--- config.mk ---
export PLATFORM = sky130hd
export DESIGN_NAME = opsum_fifo
export DESIGN_NICKNAME = d
export VERILOG_FILES = /design/src/logic/opsum_pkg.sv /design/src/logic/opsum_fifo.sv
export SDC_FILE = /design/constraint.sdc
export NUM_CORES = 1
export LEC_CHECK = 0
export BUFFER_PORTS_ARGS = -buffer_cell sky130_fd_sc_hd__clkbuf_2
export CORE_ASPECT_RATIO = 1.4
export CORE_MARGIN = 1.5
export CORE_UTILIZATION = 50
export DETAILED_ROUTE_END_ITERATION = 16
export HOLD_SLACK_MARGIN = 0.02
export PLACE_DENSITY = 0.82
export SLEW_MARGIN = 30
export SYNTH_ARGS = -nofsm -noshare
export SYNTH_HDL_FRONTEND = slang
export SYNTH_SLANG_ARGS = --single-unit
--- constraint.sdc ---
create_clock -name clk -period 2 [get_ports clk]
set_input_delay 0.6 -clock clk [delete_from_list [all_inputs] [get_ports clk]]
set_output_delay 0.6 -clock clk [all_outputs]
set_load 0.02 [all_outputs]
--- src/logic/opsum_pkg.sv ---
package opsum_pkg;

    // psum payload and job size
    localparam int OPSUM_W     = 16;
    localparam int OPSUM_CNT_W = 8;    // up to 255 psums per job

    // FIFO geometry, depth is a power of two
    localparam int FIFO_DEPTH  = 4;
    localparam int FIFO_IDX_W  = $clog2(FIFO_DEPTH);
    localparam int FIFO_CNT_W  = FIFO_IDX_W + 1;    // holds 0..FIFO_DEPTH

    // grants allowed per drain phase
    localparam int DRAIN_BURST = FIFO_DEPTH;
    localparam int BURST_CNT_W = $clog2(DRAIN_BURST + 1);

    typedef logic [OPSUM_W-1:0]     opsum_t;
    typedef logic [OPSUM_CNT_W-1:0] opsum_cnt_t;
    typedef logic [FIFO_IDX_W-1:0]  fifo_idx_t;
    typedef logic [FIFO_CNT_W-1:0]  fifo_cnt_t;
    typedef logic [BURST_CNT_W-1:0] burst_cnt_t;

    // writeback controller states
    typedef enum logic [1:0] {
        IDLE,
        PUSH,
        POP,
        WAIT
    } wb_state_e;

endpackage
--- src/logic/opsum_fifo.sv ---
module opsum_fifo (
    input  logic              clk,
    input  logic              rst_n,
    input  logic              clear_i,
    input  logic              push_i,
    input  opsum_pkg::opsum_t push_data_i,
    input  logic              pop_i,
    output opsum_pkg::opsum_t head_o,
    output logic              empty_o,
    output logic              full_o
);
    import opsum_pkg::*;

    opsum_t    mem [FIFO_DEPTH];
    fifo_idx_t wr_idx_q;
    fifo_idx_t rd_idx_q;
    fifo_cnt_t count_q;
    logic      push_ok;
    logic      pop_ok;

    assign empty_o = (count_q == '0);
    assign full_o  = (count_q == fifo_cnt_t'(FIFO_DEPTH));
    assign head_o  = mem[rd_idx_q];    // first word falls through

    assign push_ok = push_i && !full_o;
    assign pop_ok  = pop_i && !empty_o;

    // storage, no reset needed
    always_ff @(posedge clk) begin
        if (push_ok) begin
            mem[wr_idx_q] <= push_data_i;
        end
    end

    always_ff @(posedge clk or negedge rst_n) begin
        if (!rst_n) begin
            wr_idx_q <= '0;
            rd_idx_q <= '0;
            count_q  <= '0;
        end else if (clear_i) begin
            wr_idx_q <= '0;
            rd_idx_q <= '0;
            count_q  <= '0;
        end else begin
            if (push_ok) begin
                wr_idx_q <= wr_idx_q + 1'b1;    // wraps at depth
            end
            if (pop_ok) begin
                rd_idx_q <= rd_idx_q + 1'b1;
            end
            case ({push_ok, pop_ok})
                2'b10:   count_q <= count_q + 1'b1;
                2'b01:   count_q <= count_q - 1'b1;
                default: count_q <= count_q;    // none or both
            endcase
        end
    end

endmodule

==> key figures, run 1 <==
Route
  • Iteration-0 DRC Markers: 144
  • Vias/cell: 5.60
  • Routed WL per cell: 18.9 µm
  • # DRC: 0
  • Via count: 1541
  • Drt pass-1 iters: 6
  • Routed WL: 5190 µm
  • Antenna Nets Post-Route: 0

Placement
  • RePlAce Congestion: 0.784
  • Port buffer count: 38
  • Detail Placement HPWL: 3330 µm
  • Worst slack at placement: 0.0329 ns

STA
  • Final setup vio count: 16
  • RSZ-0062 raised after global routing: true
  • Final Hold Fails: 0
  • Max Fclk: 0.443 GHz
  • Post-Route Setup TNS: -3.68 ns
  • Minimum clock period: 2.26 ns
  • Max-slew violation count: 0
  • Measured slew at the worst slew-check pin: 0.271 ns
  • Max-slew headroom: 81.8%
  • WHS: 0.0853 ns
  • Clock Skew: 0.0134 ns
  • Period utilization: 113%
  • Worst setup slack after layout: -0.257 ns

Global route
  • Total congestion overflow: 0
  • Initial antenna violation count: 0
  • First-pass GRT wire length: 7730 µm
  • Largest net degree at the start of global routing: 17
  • GRT Overall Usage: 18.1%
  • Via count of the first global-routing pass: 1524

CTS
  • Clock insertion delay at the later pin of the skew report: 0.34 ns
  • Root Buffer: clkbuf_8
  • H-tree depth: 3
  • TritonCTS clock tree: done
  • Num CTS Buffers: 9
  • Clock transition at the registers of the reported paths: 0.08 ns
  • Clock sink total: 71
  • Clock Path Buffers: 2

Logic synthesis
  • Mapped Area: 2880 µm²
  • Post-synth EDFFs: 64
  • Yosys top cell area share: 66.7%
  • Sequential cell area fraction in the yosys report: 72.8%
  • Top post-synthesis cells by area: edfxtp_1 67%, mux4_2 13%, dfrtp_1 6.1%
  • Post-synth ARST share: 9.86%
  • Cell accounting for the most synthesized area: edfxtp_1
  • Synth Flop Type: edfxtp_1
  • Post-synthesis register bit count: 71
  • Synth warn: 0
  • Cell count after synthesis: 145
  • Mapped Avg Cell Area: 19.9 µm²
  • Yosys cell types: 36
  • Synth top cells by count: 64 x edfxtp_1, 16 x mux4_2, 7 x dfrtp_1, 6 x nor2_1
  • Most common cell in the netlist: edfxtp_1
  • Post-synth net total: 171

Setup path
  • Crit path largest cell delay: 0.55 ns
  • Setup crit end: head_o[4]
  • R2R Path Start: count_q[1]$_DFFE_PN0P_
  • Flop2flop setup slack: 0.11 ns
  • R2R Path End: count_q[2]$_DFFE_PN0P_
  • Crit path DAT: 1.66 ns
  • CP Launch Type: register
  • CP top delay family: multiplexers
  • CP max FO: 8
  • FF-to-FF path depth: 7
  • Critical Path Start: rd_idx_q[0]$_DFFE_PN0P_
  • Slowest stage cell, crit path: mux4_2
  • Critical path cell sequence: buf_12 > mux4_2 > buf_6
  • CP Capture Type: output port
  • Crit path kind: reg -> out
  • Crit path required time: 1.40 ns
  • CP Depth: 3
  • CP bufs+invs: 2

Power and ir drop
  • Combinational share of power: 23.3%
  • Leakage: 1.29 nW
  • Peak VDD IR: 0.646 mV
  • Internal: 2.78 mW
  • PwrDens: 1050 nW/µm²
  • Clock share of power: 29.8%
  • Switching Fraction: 26.7%
  • Seq pwr share: 46.9%
  • P_sw: 1.01 mW

Cells and area
  • FILL cells: 375
  • Area Growth Syn to Fin: 25.9%
  • Final antenna diode count: 0
  • Core Util, Final: 65.6%
  • Layout cells sized above 1: 45.9%
  • # nets final: 228

Floorplanning
  • Core Area: 5530 µm²
  • Full die area: 6230 µm²
  • Row cnt: 32
  • Starting density of the core: 52.1%
  • Die Ht: 92.8 µm
  • Top Ports: 39
  • Die Wd: 67.1 µm

Min path
  • HP Class: in -> async

Outcome
  • Status: finished, violations left
  • Failing checks: negative setup slack

Run
  • Max cap viols: 0
-- area by class of cell --
cell class / count / area (µm²) / share of cell area (%)
repair buffers: 53 / 495 / 13.7
multi-input cells: 65 / 736 / 20.3
flip-flops and latches: 71 / 2100 / 57.9
well taps: 68 / 85.1 / 2.35
clock inverters: 7 / 80.1 / 2.21
clock buffers: 9 / 124 / 3.42
inverters: 2 / 7.51 / 0.207
-- worst register-to-register path: stages, from the launching register on --
cell and delay (ns):
dfrtp_1 0.38, or2_4 0.27, o21ai_2 0.17, a21oi_1 0.08
fa_2 0.41, nor4b_4 0.26, a32oi_1 0.08, a31oi_1 0.16
-- through the flow --
stage | power (mW) | instances | cell area [µm²]
floorplan | 2.29 | 145 | 2880
global placement | 2.51 | 255 | 3250
detailed placement | 2.53 | 255 | 3250
CTS | 3.70 | 273 | 3490
global route | 3.95 | 275 | 3630
finish | 3.79 | 275 | 3630
-- cell usage in the layout (no fill, tap or decap), drive strengths merged, types with 2 or more instances in the layout --
| cell type | synthesis | routed |
|---|---|---|
| inv | 2 | 4 |
| nand3 | 3 | 3 |
| dfrtp | 7 | 7 |
| nand2 | 3 | 3 |
| nor2 | 6 | 6 |
| clkinvlp | 0 | 2 |
| clkinv | 0 | 2 |
| mux4 | 16 | 16 |
| edfxtp | 64 | 64 |
| a21oi | 2 | 2 |
| clkbuf | 0 | 32 |
| ha | 4 | 4 |
| xnor2 | 2 | 2 |
| o21ai | 5 | 5 |
| buf | 7 | 30 |
| xor2 | 2 | 2 |
| nor3 | 2 | 2 |
| and2 | 5 | 5 |
-- power by group through the flow --
stage	sequential, mW	combinational, mW	clock, mW
floorplan	1.80	0.494	0
global placement	1.80	0.713	0
detailed placement	1.81	0.723	0
CTS	1.78	0.767	1.15
global route	1.79	0.955	1.21
finish	1.78	0.885	1.13
-- kinds of logic after synthesis --
group / Yosys count / share of synthesized area (%)
mux: 17 / 12.9
fa+ha+maj: 5 / 2.43
simple gates: 26 / 5.00
buf+inv: 9 / 2.61
flops: 71 / 72.8
xor+xnor: 4 / 1.22
compound gates: 13 / 3.08
-- flip-flops by register name, summed over array words and instances (netlist names) --
signal,cells
wr_idx_q,2
count_q,3
rd_idx_q,2
mem,64
-- worst min path at each step --
stage	start	endpoint	slack (ns)	cells after the start
3_3_place_gp	rst_n	count_q[0]$_DFFE_PN0P_	0.45	1
5_1_grt	rst_n	rd_idx_q[0]$_DFFE_PN0P_	0.08	1
2_1_floorplan	rst_n	count_q[0]$_DFFE_PN0P_	0.30	0
3_5_place_dp	rst_n	count_q[1]$_DFFE_PN0P_	0.45	1
6_report	rst_n	count_q[0]$_DFFE_PN0P_	0.09	1
4_1_cts	rst_n	count_q[1]$_DFFE_PN0P_	0.07	1
-- repair_timing --
item / in CTS / in global routing
gates resized for setup: 3 / 53
hold endpoints to repair: 0 / 0
pin swaps: 0 / 3
buffers inserted: 1 / 2
gates cloned: 1 / 0
hold buffers: 0 / 0
endpoints found under the setup margin: 17 / 19
-- per-layer routing --
metal	track usage, %	share of wire [%]	vias up
met4	8.16	1.9	0
met2	30.0	54	49
met3	3.89	4.2	11
met5	0	0	-
li1	-	-	700
met1	22.4	40	781
(Power assumes the default switching activity.)
==> inputs of run 2 (changes only) <==
- CELL_PAD_IN_SITES_DETAIL_PLACEMENT: unset -> 0
- CELL_PAD_IN_SITES_GLOBAL_PLACEMENT: unset -> 2
- CORE_UTILIZATION: 50 -> 40
- CTS_BUF_LIST: unset -> sky130_fd_sc_hd__clkbuf_8
- GPL_TIMING_DRIVEN: unset -> 0
- PLACE_DENSITY: 0.82 -> 0.85
==> run 2 against run 1 <==
  * The run still ends with negative setup slack left
  * Utilization decreased by 13 points
  * Clock-buffer cell count unchanged
  * Largest power group unchanged
  * Highest routed layer unchanged
  * Routed wire length decreased by 2.4%
  * Non-clock buffer count increased by 4
  * Largest cell class unchanged
  * First-iteration DRC count increased by 4.9%
  * Hold slack about the same
  * Sequential share of layout area decreased by 0.30 points
==> key figures, run 2 (synthesis gave the netlist of run 1 again) <==
Outcome
  • Status: finished, violations left
  • Failing checks: negative setup slack

Cells and area
  • # nets final: 232
  • Biggest regs: mem x64, count_q x3
  • Commonest non-fill, non-tap cells in the layout: 64 x edfxtp_1, 21 x clkbuf_2, 17 x buf_6
  • Core Util, Final: 52.2%
  • Layout cells sized above 1: 48.3%
  • Max reg flops: 64
  • Area Growth Syn to Fin: 26.6%
  • Reg with most FFs: mem
  • Most common cell after layout, fill and taps aside: edfxtp_1
  • Final antenna diode count: 0

STA
  • Worst setup slack after layout: -0.240 ns
  • Final setup vio count: 16
  • RSZ-0062 raised after global routing: true
  • Period utilization: 112%
  • Final Hold Fails: 0
  • Max Fclk: 0.446 GHz
  • Measured slew at the worst slew-check pin: 0.459 ns
  • Clock Skew: 0.00669 ns
  • Max-slew headroom: 69.4%
  • Max-slew violation count: 0
  • Minimum clock period: 2.24 ns

Floorplanning
  • Starting density of the core: 41.3%
  • Die Wd: 74.7 µm
  • Core Area: 6980 µm²
  • Full die area: 7730 µm²
  • Die Ht: 103 µm
  • Row cnt: 36
  • Top Ports: 39

Route
  • Vias/cell: 4.93
  • Iteration-0 DRC Markers: 151
  • DR top layer: met4
  • Antenna Nets Post-Route: 0
  • # DRC: 0
  • Met2 WL: 2770 µm
  • Drt pass-1 iters: 4
  • Routed WL: 5060 µm
  • Metal-1 WL: 1970 µm
  • Via count: 1510
  • Routed met3 length: 212 µm
  • Routed WL per cell: 16.5 µm

Global route
  • Initial antenna violation count: 0
  • GRT Overall Usage: 14.4%
  • Via count of the first global-routing pass: 1521
  • Total congestion overflow: 0
  • First-pass GRT wire length: 7670 µm
  • Largest net degree at the start of global routing: 17

Power and ir drop
  • Peak VDD IR: 0.444 mV
  • P_sw: 1.01 mW
  • Leakage: 1.29 nW
  • Seq pwr share: 46.5%
  • Combinational share of power: 24.1%
  • PwrDens: 1040 nW/µm²
  • Switching Fraction: 26.4%
  • Internal: 2.80 mW
  • Clock share of power: 29.3%

Placement
  • Port buffer count: 38
  • RePlAce Congestion: 0.735
  • Worst slack at placement: -0.331 ns
  • Detail Placement HPWL: 3180 µm

CTS
  • Clock transition at the registers of the reported paths: 0.07 ns
  • Clock sink total: 71
  • TritonCTS clock tree: done
  • Num CTS Buffers: 9
  • Post-CTS Hold Buffers: 0
  • Clock insertion delay at the later pin of the skew report: 0.34 ns
  • Root Buffer: clkbuf_8
  • H-tree depth: 3
  • Clock Path Buffers: 2

Setup path
  • Critical path cell sequence: buf_8 > buf_12 > mux4_2 > buf_8
  • Crit-path most repeated cell: buf_8
  • Crit path required time: 1.40 ns
  • Crit path kind: reg -> out
  • Crit path DAT: 1.64 ns
  • CP bufs+invs: 3
  • CP Launch Type: register
  • CP max FO: 5
  • CP top delay family: multiplexers
  • CP Capture Type: output port
  • Flop2flop setup slack: 0.15 ns
  • Crit path largest cell delay: 0.53 ns
  • Slowest stage cell, crit path: mux4_2

Run
  • Max cap viols: 0

Min path
  • HP Class: in -> async
[run 2: area by class of cell]
type / count / area [µm²]
Buffer: 7 / 80.1
Clock buffer: 9 / 124
Clock inverter: 7 / 71.3
Fill cell: 559 / 3330
Inverter: 2 / 7.51
Multi-Input combinational cell: 65 / 729
Sequential cell: 71 / 2100
Tap cell: 95 / 119
Timing Repair Buffer: 50 / 417
[run 2: what timing repair did]
action | 4_1_cts | 5_1_grt
endpoints found under the setup margin | 81 | 82
resized for setup | 9 | 54
buffers inserted | 9 | 2
cloned | 0 | 1
pin swaps | 2 | 4
[run 2: worst paths after layout]
path | from | endpoint | depth (start not counted)
worst max register to register | count_q[1]$_DFFE_PN0P_ | count_q[2]$_DFFE_PN0P_ | 7
worst max-delay path | rd_idx_q[0]$_DFFE_PN0P_ | head_o[9] | 4
min in group clk | push_data_i[12] | mem[0][12]$_DFFE_PP_ | 1
max in group asynchronous | rst_n | count_q[0]$_DFFE_PN0P_ | 1
worst min register to register | count_q[0]$_DFFE_PN0P_ | count_q[0]$_DFFE_PN0P_ | 2
worst min-delay path | rst_n | count_q[2]$_DFFE_PN0P_ | 1
[run 2: routing by layer]
| layer | global-route usage [%] | up-vias |
|---|---|---|
| met5 | 0 | - |
| met4 | 7.55 | 0 |
| met3 | 4.36 | 9 |
| met2 | 23.6 | 39 |
| met1 | 17.0 | 761 |
| li1 | - | 701 |
[run 2: through the flow]
| step | TNS (ns) | hold WS [ns] | cells | instance area [µm²] | power [mW] |
|---|---|---|---|---|---|
| final | -3.40 | 0.0855 | 306 | 3650 | 3.81 |
| after detailed placement | -20.35 | 0.454 | 278 | 3190 | 2.50 |
| after CTS | -3.71 | 0.0821 | 303 | 3500 | 3.69 |
| after global placement | -20.24 | 0.451 | 278 | 3190 | 2.49 |
| after floorplan | 0 | 0.304 | 145 | 2880 | 2.29 |
| after global routing | -4.37 | 0.0795 | 306 | 3650 | 3.99 |
[run 2: power groups by stage]
| stage | clock network [mW] | logic (mW) | registers [mW] |
|---|---|---|---|
| 5_1_grt | 1.21 | 0.995 | 1.78 |
| 3_5_place_dp | 0 | 0.684 | 1.81 |
| 3_3_place_gp | 0 | 0.677 | 1.81 |
| 4_1_cts | 1.14 | 0.779 | 1.78 |
| 6_report | 1.12 | 0.920 | 1.77 |
| 2_1_floorplan | 0 | 0.494 | 1.80 |
