===== src/logic/glb_pkg.sv =====
package glb_pkg;

    localparam int GLB_ADDR_W   = 12;    // byte address
    localparam int GLB_DATA_W   = 32;
    localparam int GLB_BE_W     = GLB_DATA_W / 8;
    localparam int GLB_WORDS    = 1024;
    localparam int GLB_IDX_W    = GLB_ADDR_W - 2;    // word index, byte bits dropped

    // half-word lanes inside one GLB word
    localparam int LANE_W       = 16;
    localparam int LANE_SEL_BIT = 1;
    localparam logic [GLB_BE_W-1:0] BE_LANE_LO = 4'b0011;
    localparam logic [GLB_BE_W-1:0] BE_LANE_HI = 4'b1100;

    typedef logic [GLB_ADDR_W-1:0] glb_addr_t;
    typedef logic [GLB_IDX_W-1:0]  glb_idx_t;
    typedef logic [GLB_BE_W-1:0]   glb_be_t;
    typedef logic [GLB_DATA_W-1:0] glb_data_t;

    // one write token, data already lane aligned
    typedef struct packed {
        glb_addr_t addr;
        glb_be_t   be;
        glb_data_t data;
    } glb_wr_t;

    typedef enum logic [1:0] {
        OWN_NONE,
        OWN_LOADER,
        OWN_OPSUM
    } glb_owner_e;

endpackage


===== src/logic/opsum_pkg.sv =====
package opsum_pkg;

    // psum payload and job size
    localparam int OPSUM_W     = 16;
    localparam int OPSUM_CNT_W = 8;    // up to 255 psums per job

    // FIFO geometry, depth is a power of two
    localparam int FIFO_DEPTH  = 4;
    localparam int FIFO_IDX_W  = $clog2(FIFO_DEPTH);
    localparam int FIFO_CNT_W  = FIFO_IDX_W + 1;    // holds 0..FIFO_DEPTH

    // grants allowed per drain phase
    localparam int DRAIN_BURST = FIFO_DEPTH;
    localparam int BURST_CNT_W = $clog2(DRAIN_BURST + 1);

    typedef logic [OPSUM_W-1:0]     opsum_t;
    typedef logic [OPSUM_CNT_W-1:0] opsum_cnt_t;
    typedef logic [FIFO_IDX_W-1:0]  fifo_idx_t;
    typedef logic [FIFO_CNT_W-1:0]  fifo_cnt_t;
    typedef logic [BURST_CNT_W-1:0] burst_cnt_t;

    // writeback controller states
    typedef enum logic [1:0] {
        IDLE,
        PUSH,
        POP,
        WAIT
    } wb_state_e;

endpackage

===== src/logic/opsum_fifo_ctrl.sv =====
module opsum_fifo_ctrl (
    input  logic                  clk,
    input  logic                  rst_n,
    input  logic                  start_i,
    input  logic                  clear_i,
    input  opsum_pkg::opsum_cnt_t push_num_i,
    input  glb_pkg::glb_addr_t    base_addr_i,
    input  logic                  need_push_i,
    input  logic                  busy_i,
    input  logic                  gnt_i,
    input  logic                  fifo_empty_i,
    input  logic                  fifo_full_i,
    input  opsum_pkg::opsum_t     fifo_head_i,
    output logic                  psum_push_o,
    output logic                  fifo_pop_o,
    output logic                  wr_req_o,
    output glb_pkg::glb_wr_t      wr_o,
    output logic                  done_o
);
    import opsum_pkg::*;
    import glb_pkg::*;

    wb_state_e  state_q;
    wb_state_e  state_d;
    opsum_cnt_t target_q;
    opsum_cnt_t push_cnt_q;
    opsum_cnt_t push_cnt_inc;
    burst_cnt_t gnt_cnt_q;
    glb_addr_t  wr_ptr_q;
    glb_addr_t  wr_addr;
    logic       all_pushed;
    logic       last_push;
    logic       burst_open;

    assign push_cnt_inc = push_cnt_q + 1'b1;
    assign all_pushed   = (push_cnt_q == target_q);
    assign burst_open   = (gnt_cnt_q < burst_cnt_t'(DRAIN_BURST));

    // accept strobe back to the PE array, doubles as FIFO push
    assign psum_push_o = (state_q == PUSH) && need_push_i && !fifo_full_i && !all_pushed;
    assign last_push   = psum_push_o && (push_cnt_inc == target_q);

    assign wr_req_o   = (state_q == POP) && !fifo_empty_i && burst_open;
    assign fifo_pop_o = (state_q == POP) && gnt_i && !fifo_empty_i;    // pop with the write

    assign done_o = (state_q == IDLE) && all_pushed;

    always_comb begin
        state_d = state_q;
        case (state_q)
            IDLE: begin
                if (start_i) begin
                    state_d = PUSH;
                end
            end
            PUSH: begin
                // fill until full or the job count is reached
                if (all_pushed || last_push || fifo_full_i) begin
                    state_d = POP;
                end
            end
            POP: begin
                if (fifo_empty_i) begin
                    state_d = all_pushed ? IDLE : PUSH;
                end else if (!burst_open) begin
                    state_d = PUSH;    // phase over, PUSH hands back if nothing to take
                end else if (busy_i) begin
                    state_d = WAIT;
                end
            end
            WAIT: begin
                if (!busy_i) begin
                    state_d = POP;
                end
            end
            default: state_d = IDLE;
        endcase
    end

    always_ff @(posedge clk or negedge rst_n) begin
        if (!rst_n) begin
            state_q    <= IDLE;
            target_q   <= '0;
            push_cnt_q <= '0;
        end else begin
            state_q <= state_d;
            if ((state_q == IDLE) && start_i) begin
                target_q   <= push_num_i;
                push_cnt_q <= '0;
            end else if (psum_push_o) begin
                push_cnt_q <= push_cnt_inc;
            end
        end
    end

    // grants in the current drain phase, kept across WAIT
    always_ff @(posedge clk or negedge rst_n) begin
        if (!rst_n) begin
            gnt_cnt_q <= '0;
        end else if ((state_q == IDLE) || (state_q == PUSH)) begin
            gnt_cnt_q <= '0;
        end else if (fifo_pop_o) begin
            gnt_cnt_q <= gnt_cnt_q + 1'b1;
        end
    end

    // byte offset from base, keeps counting across jobs until cleared
    always_ff @(posedge clk or negedge rst_n) begin
        if (!rst_n) begin
            wr_ptr_q <= '0;
        end else if (clear_i) begin
            wr_ptr_q <= '0;
        end else if (fifo_pop_o) begin
            wr_ptr_q <= wr_ptr_q + glb_addr_t'(LANE_W / 8);    // one half-word
        end
    end

    assign wr_addr = base_addr_i + wr_ptr_q;

    // half-word lane from address bit 1
    always_comb begin
        wr_o.addr = wr_addr;
        if (wr_addr[LANE_SEL_BIT]) begin
            wr_o.be   = BE_LANE_HI;
            wr_o.data = glb_data_t'(fifo_head_i) << LANE_W;
        end else begin
            wr_o.be   = BE_LANE_LO;
            wr_o.data = glb_data_t'(fifo_head_i);    // zero extended
        end
    end

endmodule


===== config.mk =====
export PLATFORM = sky130hd
export DESIGN_NAME = opsum_fifo_ctrl
export DESIGN_NICKNAME = d
export VERILOG_FILES = /design/src/logic/glb_pkg.sv /design/src/logic/opsum_pkg.sv /design/src/logic/opsum_fifo_ctrl.sv
export SDC_FILE = /design/constraint.sdc
export NUM_CORES = 1
export LEC_CHECK = 0
export BUFFER_PORTS_ARGS = -buffer_cell sky130_fd_sc_hd__buf_2
export CAP_MARGIN = 20
export CORE_MARGIN = 2
export CORE_UTILIZATION = 51
export CTS_BUF_LIST = sky130_fd_sc_hd__clkbuf_4 sky130_fd_sc_hd__clkbuf_8
export DETAILED_ROUTE_END_ITERATION = 12
export PLACE_DENSITY = 0.84
export SYNTH_ARGS = -nofsm -noshare
export SYNTH_HDL_FRONTEND = slang
export SYNTH_SLANG_ARGS = --single-unit

===== constraint.sdc =====
create_clock -name clk -period 2.65 [get_ports clk]
set_input_delay 0 -clock clk [delete_from_list [all_inputs] [get_ports clk]]
set_output_delay 0 -clock clk [all_outputs]
set_load 0.1 [all_outputs]

==> metrics, run 1 <==
TritonRoute pass-1 iters=4; status=completed; final wirelength=approximately 5700 um; die width=approximately 73 um; switch share=~54%; post-CTS setup buffers=0; gr usage total=around 23%; cell type with the largest total area after synthesis=dfrtp_1; Root Driver=clkbuf_8; TNS Setup=0 ns; Worst-Skew Late Latency=roughly 0.28 ns; Initial DRC Count=~100; Core ar.=0.00466 mm2; total CTS buffers=5; WP data required=between 2 and 3 ns; # IOs=97; Placed Area=approximately 0.0030 mm2; combinational share of power=between 50% and 60%; fin cells=~420; Syn Std Cell Area=0.00243 mm2; synthesis-to-layout area growth=30.1%; Clock Skew=between 0.004 and 0.005 ns; clock sink count=32; period utilisation layout=between 90% and 100%; Worst slew margin=about a third; CTS Buffer Depth=2; Internal=approximately 1.2 mW; Clock power frac=roughly an eighth; fin. max-slew vios=0; fin crit period=about 2.4 ns; Final Setup Violations=0; routability cong.=around 0.84; Worst-path clk slew=roughly 0.060 ns; sw power=about 1.4 mW; Crit-path slowest cell=dfrtp_1; pre-CTS setup slack=0.275 ns; placed cell count=roughly 400; largest family of logic cells by synthesized area=simple AND/OR/NAND/NOR gates; RSZ-0062 raised after global routing=false; Max FO, Critical Path=5; vias per std cell=around 5.4; Post-Syn Instances=about 270; hpwl dp=around 4400 um; largest stage delay on the critical path=between 0.4 and 0.5 ns; fraction of registers with async set/reset=100%; startpoint types=flip-flop; compound-gate portion of the synthesized area=10.9%; num rows=25; largest cells by area after synthesis=dfrtp_1 33%, xnor2_1 7.6%, ha_1 6.7%, and2_1 5.4%, xor2_1 5.0%; # DRC=0; synth unique cells=between 40 and 50; Ys Warns=0; count leader, synth=dfrtp_1; Util after Layout=a little under 70%; layout cells sized above 1=between 30% and 40%; largest net degree at the start of global routing=37; Buffers on Ports=between 90 and 100; Simple-Gate Fraction of Synth Area=a little over a quarter; Pwr Total=2.51 mW; CTS tree=yes; EDFF count, synth=0; cell area after layout=around 0.0032 mm2; Setup crit end kind=output port; initial core utilization=a little over half; Primary FF master, synth=dfrtp_1; initial antenna violation count=0; Sequential Power Share=between 20% and 30%; Max Cap Violations=0; Die Y=between 70 and 80 um; Hold WC Path Type=primary input to output port; Hold Violations, Final=0; htree depth=2; CP Cell Sequence=ha_1 -> a21oi_1 -> o21ai_1 -> a31oi_1 -> o21ai_0 -> xor2_2 -> buf_4; CP Class=flip-flop to output port; Max Clk Rate=approximately 0.4 GHz; synthesized-area fraction occupied by adder cells=under 10%; Synth Net Count=around 320; Yosys reg bits=32; Leak=roughly 1.5 nW; critical path arrival=between 2 and 2.5 ns; top cells by count, synth=32 x dfrtp_1, 30 x nor2_1, 21 x and2_1, 21 x xnor2_1, 16 x nor2b_1; final hold slack=0.000909 ns; Routed Antenna Nets=0; grt total ovfl=0; die area=0.00533 mm2; sequential area share after synthesis=between 30% and 40%; vias=~2,300; post-synth top area share=between 30% and 40%; Worst VDD drop=around 540 uV; mux cell area share after synthesis=under 10%; global-route wire length before repair=between 9000 and 10,000 um; NumNets Final=422; number of global-route vias before repair=2,092; XOR/XNOR Fraction of Synth Area=13.3%; worst slew pin tran=approximately 0.98 ns; PwrDens=about 790 mW/mm2; Routed WL per cell=roughly 14 um; Syn Area/Cell=~9.2 um2; worst setup margin=around 0.21 ns; diode count=0
[power groups by stage]
stage	registers [mW]	logic, mW	clock network [mW]
final	0.751	1.43	0.324
after global routing	0.772	1.51	0.354
after CTS	0.748	1.44	0.335
after detailed placement	0.752	1.42	0
after global placement	0.745	1.40	0
after floorplan	0.679	1.28	0
[critical path: cells and delay by family, from the launching register on]
kind / cells / cell delay (ns)
xor+xnor: 1 / 0.15
fa+ha+maj: 1 / 0.31
buf+inv: 1 / 0.30
flops: 1 / 0.41
compound gates: 4 / 0.98
[cell type report]
cell class	count	area, um2
Tap cell	54	67.6
Inverter	8	30.0
Multi-Input combinational cell	212	1610
Sequential cell	32	801
Fill cell	361	1500
Clock buffer	5	68.8
Timing Repair Buffer	105	586
[cell families after synthesis]
logic type / after synthesis
simple gates: 118
fa+ha+maj: 13
xor+xnor: 36
compound gates: 34
mux: 11
flops: 32
buf+inv: 21
[state kept, by name (all words and copies together) (netlist names)]
name        cells
state_q         2
gnt_cnt_q       3
target_q        8
push_cnt_q      8
wr_ptr_q       11
[metal layers]
layer  part of all wire (%)  track usage (%)
met1                     42             28.2
met2                     51             40.0
met3                    6.1             4.97
met4                   0.94             5.35
met5                      0                0
[cells in the final DEF (no fill, tap or decap), types with 4 or more instances in the layout]
cell type / Yosys / layout
a21oi_1: 7 / 7
mux2_2: 8 / 8
nor2b_1: 16 / 6
xnor2_2: 1 / 4
dfrtp_1: 32 / 32
nor3_1: 7 / 7
buf_2: 3 / 90
xnor2_1: 21 / 18
nor2b_2: 0 / 10
nand2_1: 15 / 15
o21ai_0: 6 / 5
o211ai_1: 4 / 4
nand4_1: 6 / 6
dlygate4sd3_1: 0 / 9
xor2_1: 14 / 12
nor2_1: 30 / 30
inv_1: 8 / 8
and2_1: 21 / 21
clkbuf_8: 0 / 5
ha_1: 13 / 13
[what timing repair did]
action | in CTS | in global routing
setup endpoints to repair | 1 | 5
resized for setup | 1 | 4
pin swaps | 0 | 0
hold buffers | 9 | 0
endpoints found under the hold margin | 40 | 0
[path summary, 6_finish.rpt]
check / startpoint / to / slack [ns] / depth (start not counted)
max reg2reg: push_cnt_q[6] / push_cnt_q[1] / 0.58 / 5
min in group asynchronous: rst_n / target_q[7] / 0.31 / 2
max: wr_ptr_q[2] / wr_o[44] / 0.21 / 7
max in group asynchronous: rst_n / push_cnt_q[2] / 1.90 / 2
min: base_addr_i[0] / wr_o[36] / 0.0009 / 0
min reg2reg: gnt_cnt_q[0] / gnt_cnt_q[0] / 0.49 / 1
Note: power is estimated with default switching activity, not from simulation.
==> run 2, diff against run 1 <==
--- a/config.mk
+++ b/config.mk
@@ -8,10 +8,10 @@
 export BUFFER_PORTS_ARGS = -buffer_cell sky130_fd_sc_hd__buf_2
 export CAP_MARGIN = 20
 export CORE_MARGIN = 2
-export CORE_UTILIZATION = 51
-export CTS_BUF_LIST = sky130_fd_sc_hd__clkbuf_4 sky130_fd_sc_hd__clkbuf_8
+export CORE_UTILIZATION = 49
+export CTS_BUF_LIST = sky130_fd_sc_hd__clkbuf_8 sky130_fd_sc_hd__clkbuf_16
 export DETAILED_ROUTE_END_ITERATION = 12
-export PLACE_DENSITY = 0.84
+export PLACE_DENSITY = 0.81
 export SYNTH_ARGS = -nofsm -noshare
 export SYNTH_HDL_FRONTEND = slang
 export SYNTH_SLANG_ARGS = --single-unit
==> metrics, run 2 (same netlist as run 1, synthesis figures left out) <==
gr usage total=between 20% and 30%; total CTS buffers=5; CTS Buffer Depth=2; Worst-path clk slew=0.07 ns; # DRC=0; worst slew pin tran=slightly below 1 ns; Max Clk Rate=around 0.40 GHz; Hold WC Path Type=primary input to output port; commonest non-fill, non-tap cells in the layout=90 x buf_2, 32 x dfrtp_1, 30 x nor2_1; vias=2,234; Routed WL per cell=12.9 um; Critical Path Source=wr_ptr_q[4]; Max Cap Violations=0; hpwl dp=~4300 um; Util after Layout=between 60% and 70%; CTS tree=yes; fin. max-slew vios=0; Routed Antenna Nets=0; worst setup margin=0.179 ns; num rows=25; reg2reg start=push_cnt_q[6]; Die Y=between 70 and 80 um; Top Registers=wr_ptr_q: 11 flops, push_cnt_q: 8 flops, target_q: 8 flops; die area=~0.0055 mm2; largest stage delay on the critical path=0.42 ns; WP data required=2.65 ns; Crit-path slowest cell=dfrtp_1; routability cong.=approximately 0.84; RSZ-0062 raised after global routing=false; hold path depth=0; TritonRoute pass-1 iters=4; Final Setup Violations=0; Largest Register=wr_ptr_q; CP Class=flip-flop to output port; Hold Violations, Final=0; post-CTS setup buffers=0; clock sink count=32; number of global-route vias before repair=between 2,000 and 2,500; pre-CTS setup slack=roughly 0.24 ns; max reg flops=11; period utilisation layout=between 90 and 100%; Setup crit end kind=output port; Root Driver=clkbuf_8; Buffers on Ports=94; CP Cell Sequence=ha_1 -> or2_2 -> nor3b_1 -> a21bo_2 -> a21oi_1 -> xnor2_2 -> clkbuf_4; final hold slack=~0.00022 ns; largest net degree at the start of global routing=37; Fill cells=426; Max FO, Critical Path=4; PwrDens=797 mW/mm2; critical path arrival=2.47 ns; final wirelength=5590 um; diode count=0; Worst-Skew Late Latency=0.29 ns; Sequential Area=between 800 and 900 um2; Worst slew margin=35.1%; multi-input logic area=approximately 0.0016 mm2; NumNets Final=approximately 420; layout cells sized above 1=between 30 and 40%; # IOs=97; FF-to-FF path depth=5; status=completed; global-route wire length before repair=just over 9000 um; synthesis-to-layout area growth=31.9%; Worst VDD drop=525 uV; commonest non-fill, non-tap cell in the layout=buf_2; fin crit period=2.47 ns; vias per std cell=between 5 and 6; hold path start=base_addr_i[0]; Leak=1.52 nW; die width=74.4 um; grt total ovfl=0; Core ar.=roughly 0.0048 mm2; initial antenna violation count=0; htree depth=2; Pwr Total=2.55 mW; Clock Skew=roughly 0.009 ns; initial core utilization=approximately half; Initial DRC Count=~100; startpoint types=flip-flop
run 2: cell count changes in the layout (fill, tap and decap cells not counted), sizes merged:
cell / delta
clkbuf: +1
inv: +2
run 2: final timing paths:
path,slack (ns),to
setup / recovery,0.18,wr_o[46]
hold / removal,0.0002,wr_o[36]
setup reg to reg,0.62,push_cnt_q[1]
hold reg to reg,0.48,gnt_cnt_q[0]
max in group asynchronous,1.89,push_cnt_q[0]
min in group asynchronous,0.29,target_q[5]
run 2: layout make-up:
| cell class | instances | share of cell area (%) |
|---|---|---|
| Multi-Input combinational cell | 212 | 50.4 |
| Sequential cell | 32 | 25.0 |
| Timing Repair Buffer | 105 | 18.3 |
| Tap cell | 67 | 2.62 |
| Clock buffer | 6 | 2.58 |
| Inverter | 8 | 0.938 |
| Clock inverter | 2 | 0.234 |
run 2: per-stage QoR:
step	cell area, um2	TNS, ns	std cells
after floorplan	2510	-1.28	265
after detailed placement	3010	0	415
after CTS	3190	0	432
after global routing	3200	0	432
after global placement	3010	0	415
final	3200	0	432
run 2: worst max-delay path, delay by kind of cell, from the launching register on:
| kind | cells | cell delay (ns) |
|---|---|---|
| buffers and inverters | 1 | 0.34 |
| AND/OR/NAND/NOR | 2 | 0.47 |
| adder cells (fa/ha/maj) | 1 | 0.32 |
| flip-flops | 1 | 0.42 |
| XOR/XNOR | 1 | 0.14 |
| AO/OA/AOI/OAI | 2 | 0.50 |
run 2: timing repair:
action                     4_1_cts  5_1_grt
resized for setup                1        6
setup endpoints to repair        1        5
hold buffers                     9        0
hold endpoints to repair        40        0
run 2: power by group:
part           switching [mW]  internal (mW)  leakage, nW
clock network           0.173          0.204       0.0538
logic                    1.04          0.392         1.05
registers               0.155          0.591        0.423
total                    1.36           1.19         1.52
run 2: metal layers:
layer  vias up  GRT usage (%)  share of wire [%]
met5         -              0                  0
met4         0           4.56               0.82
met3         6           4.88                6.0
met2        74           36.8                 51
met1      1043           27.1                 43
li1       1111              -                  -
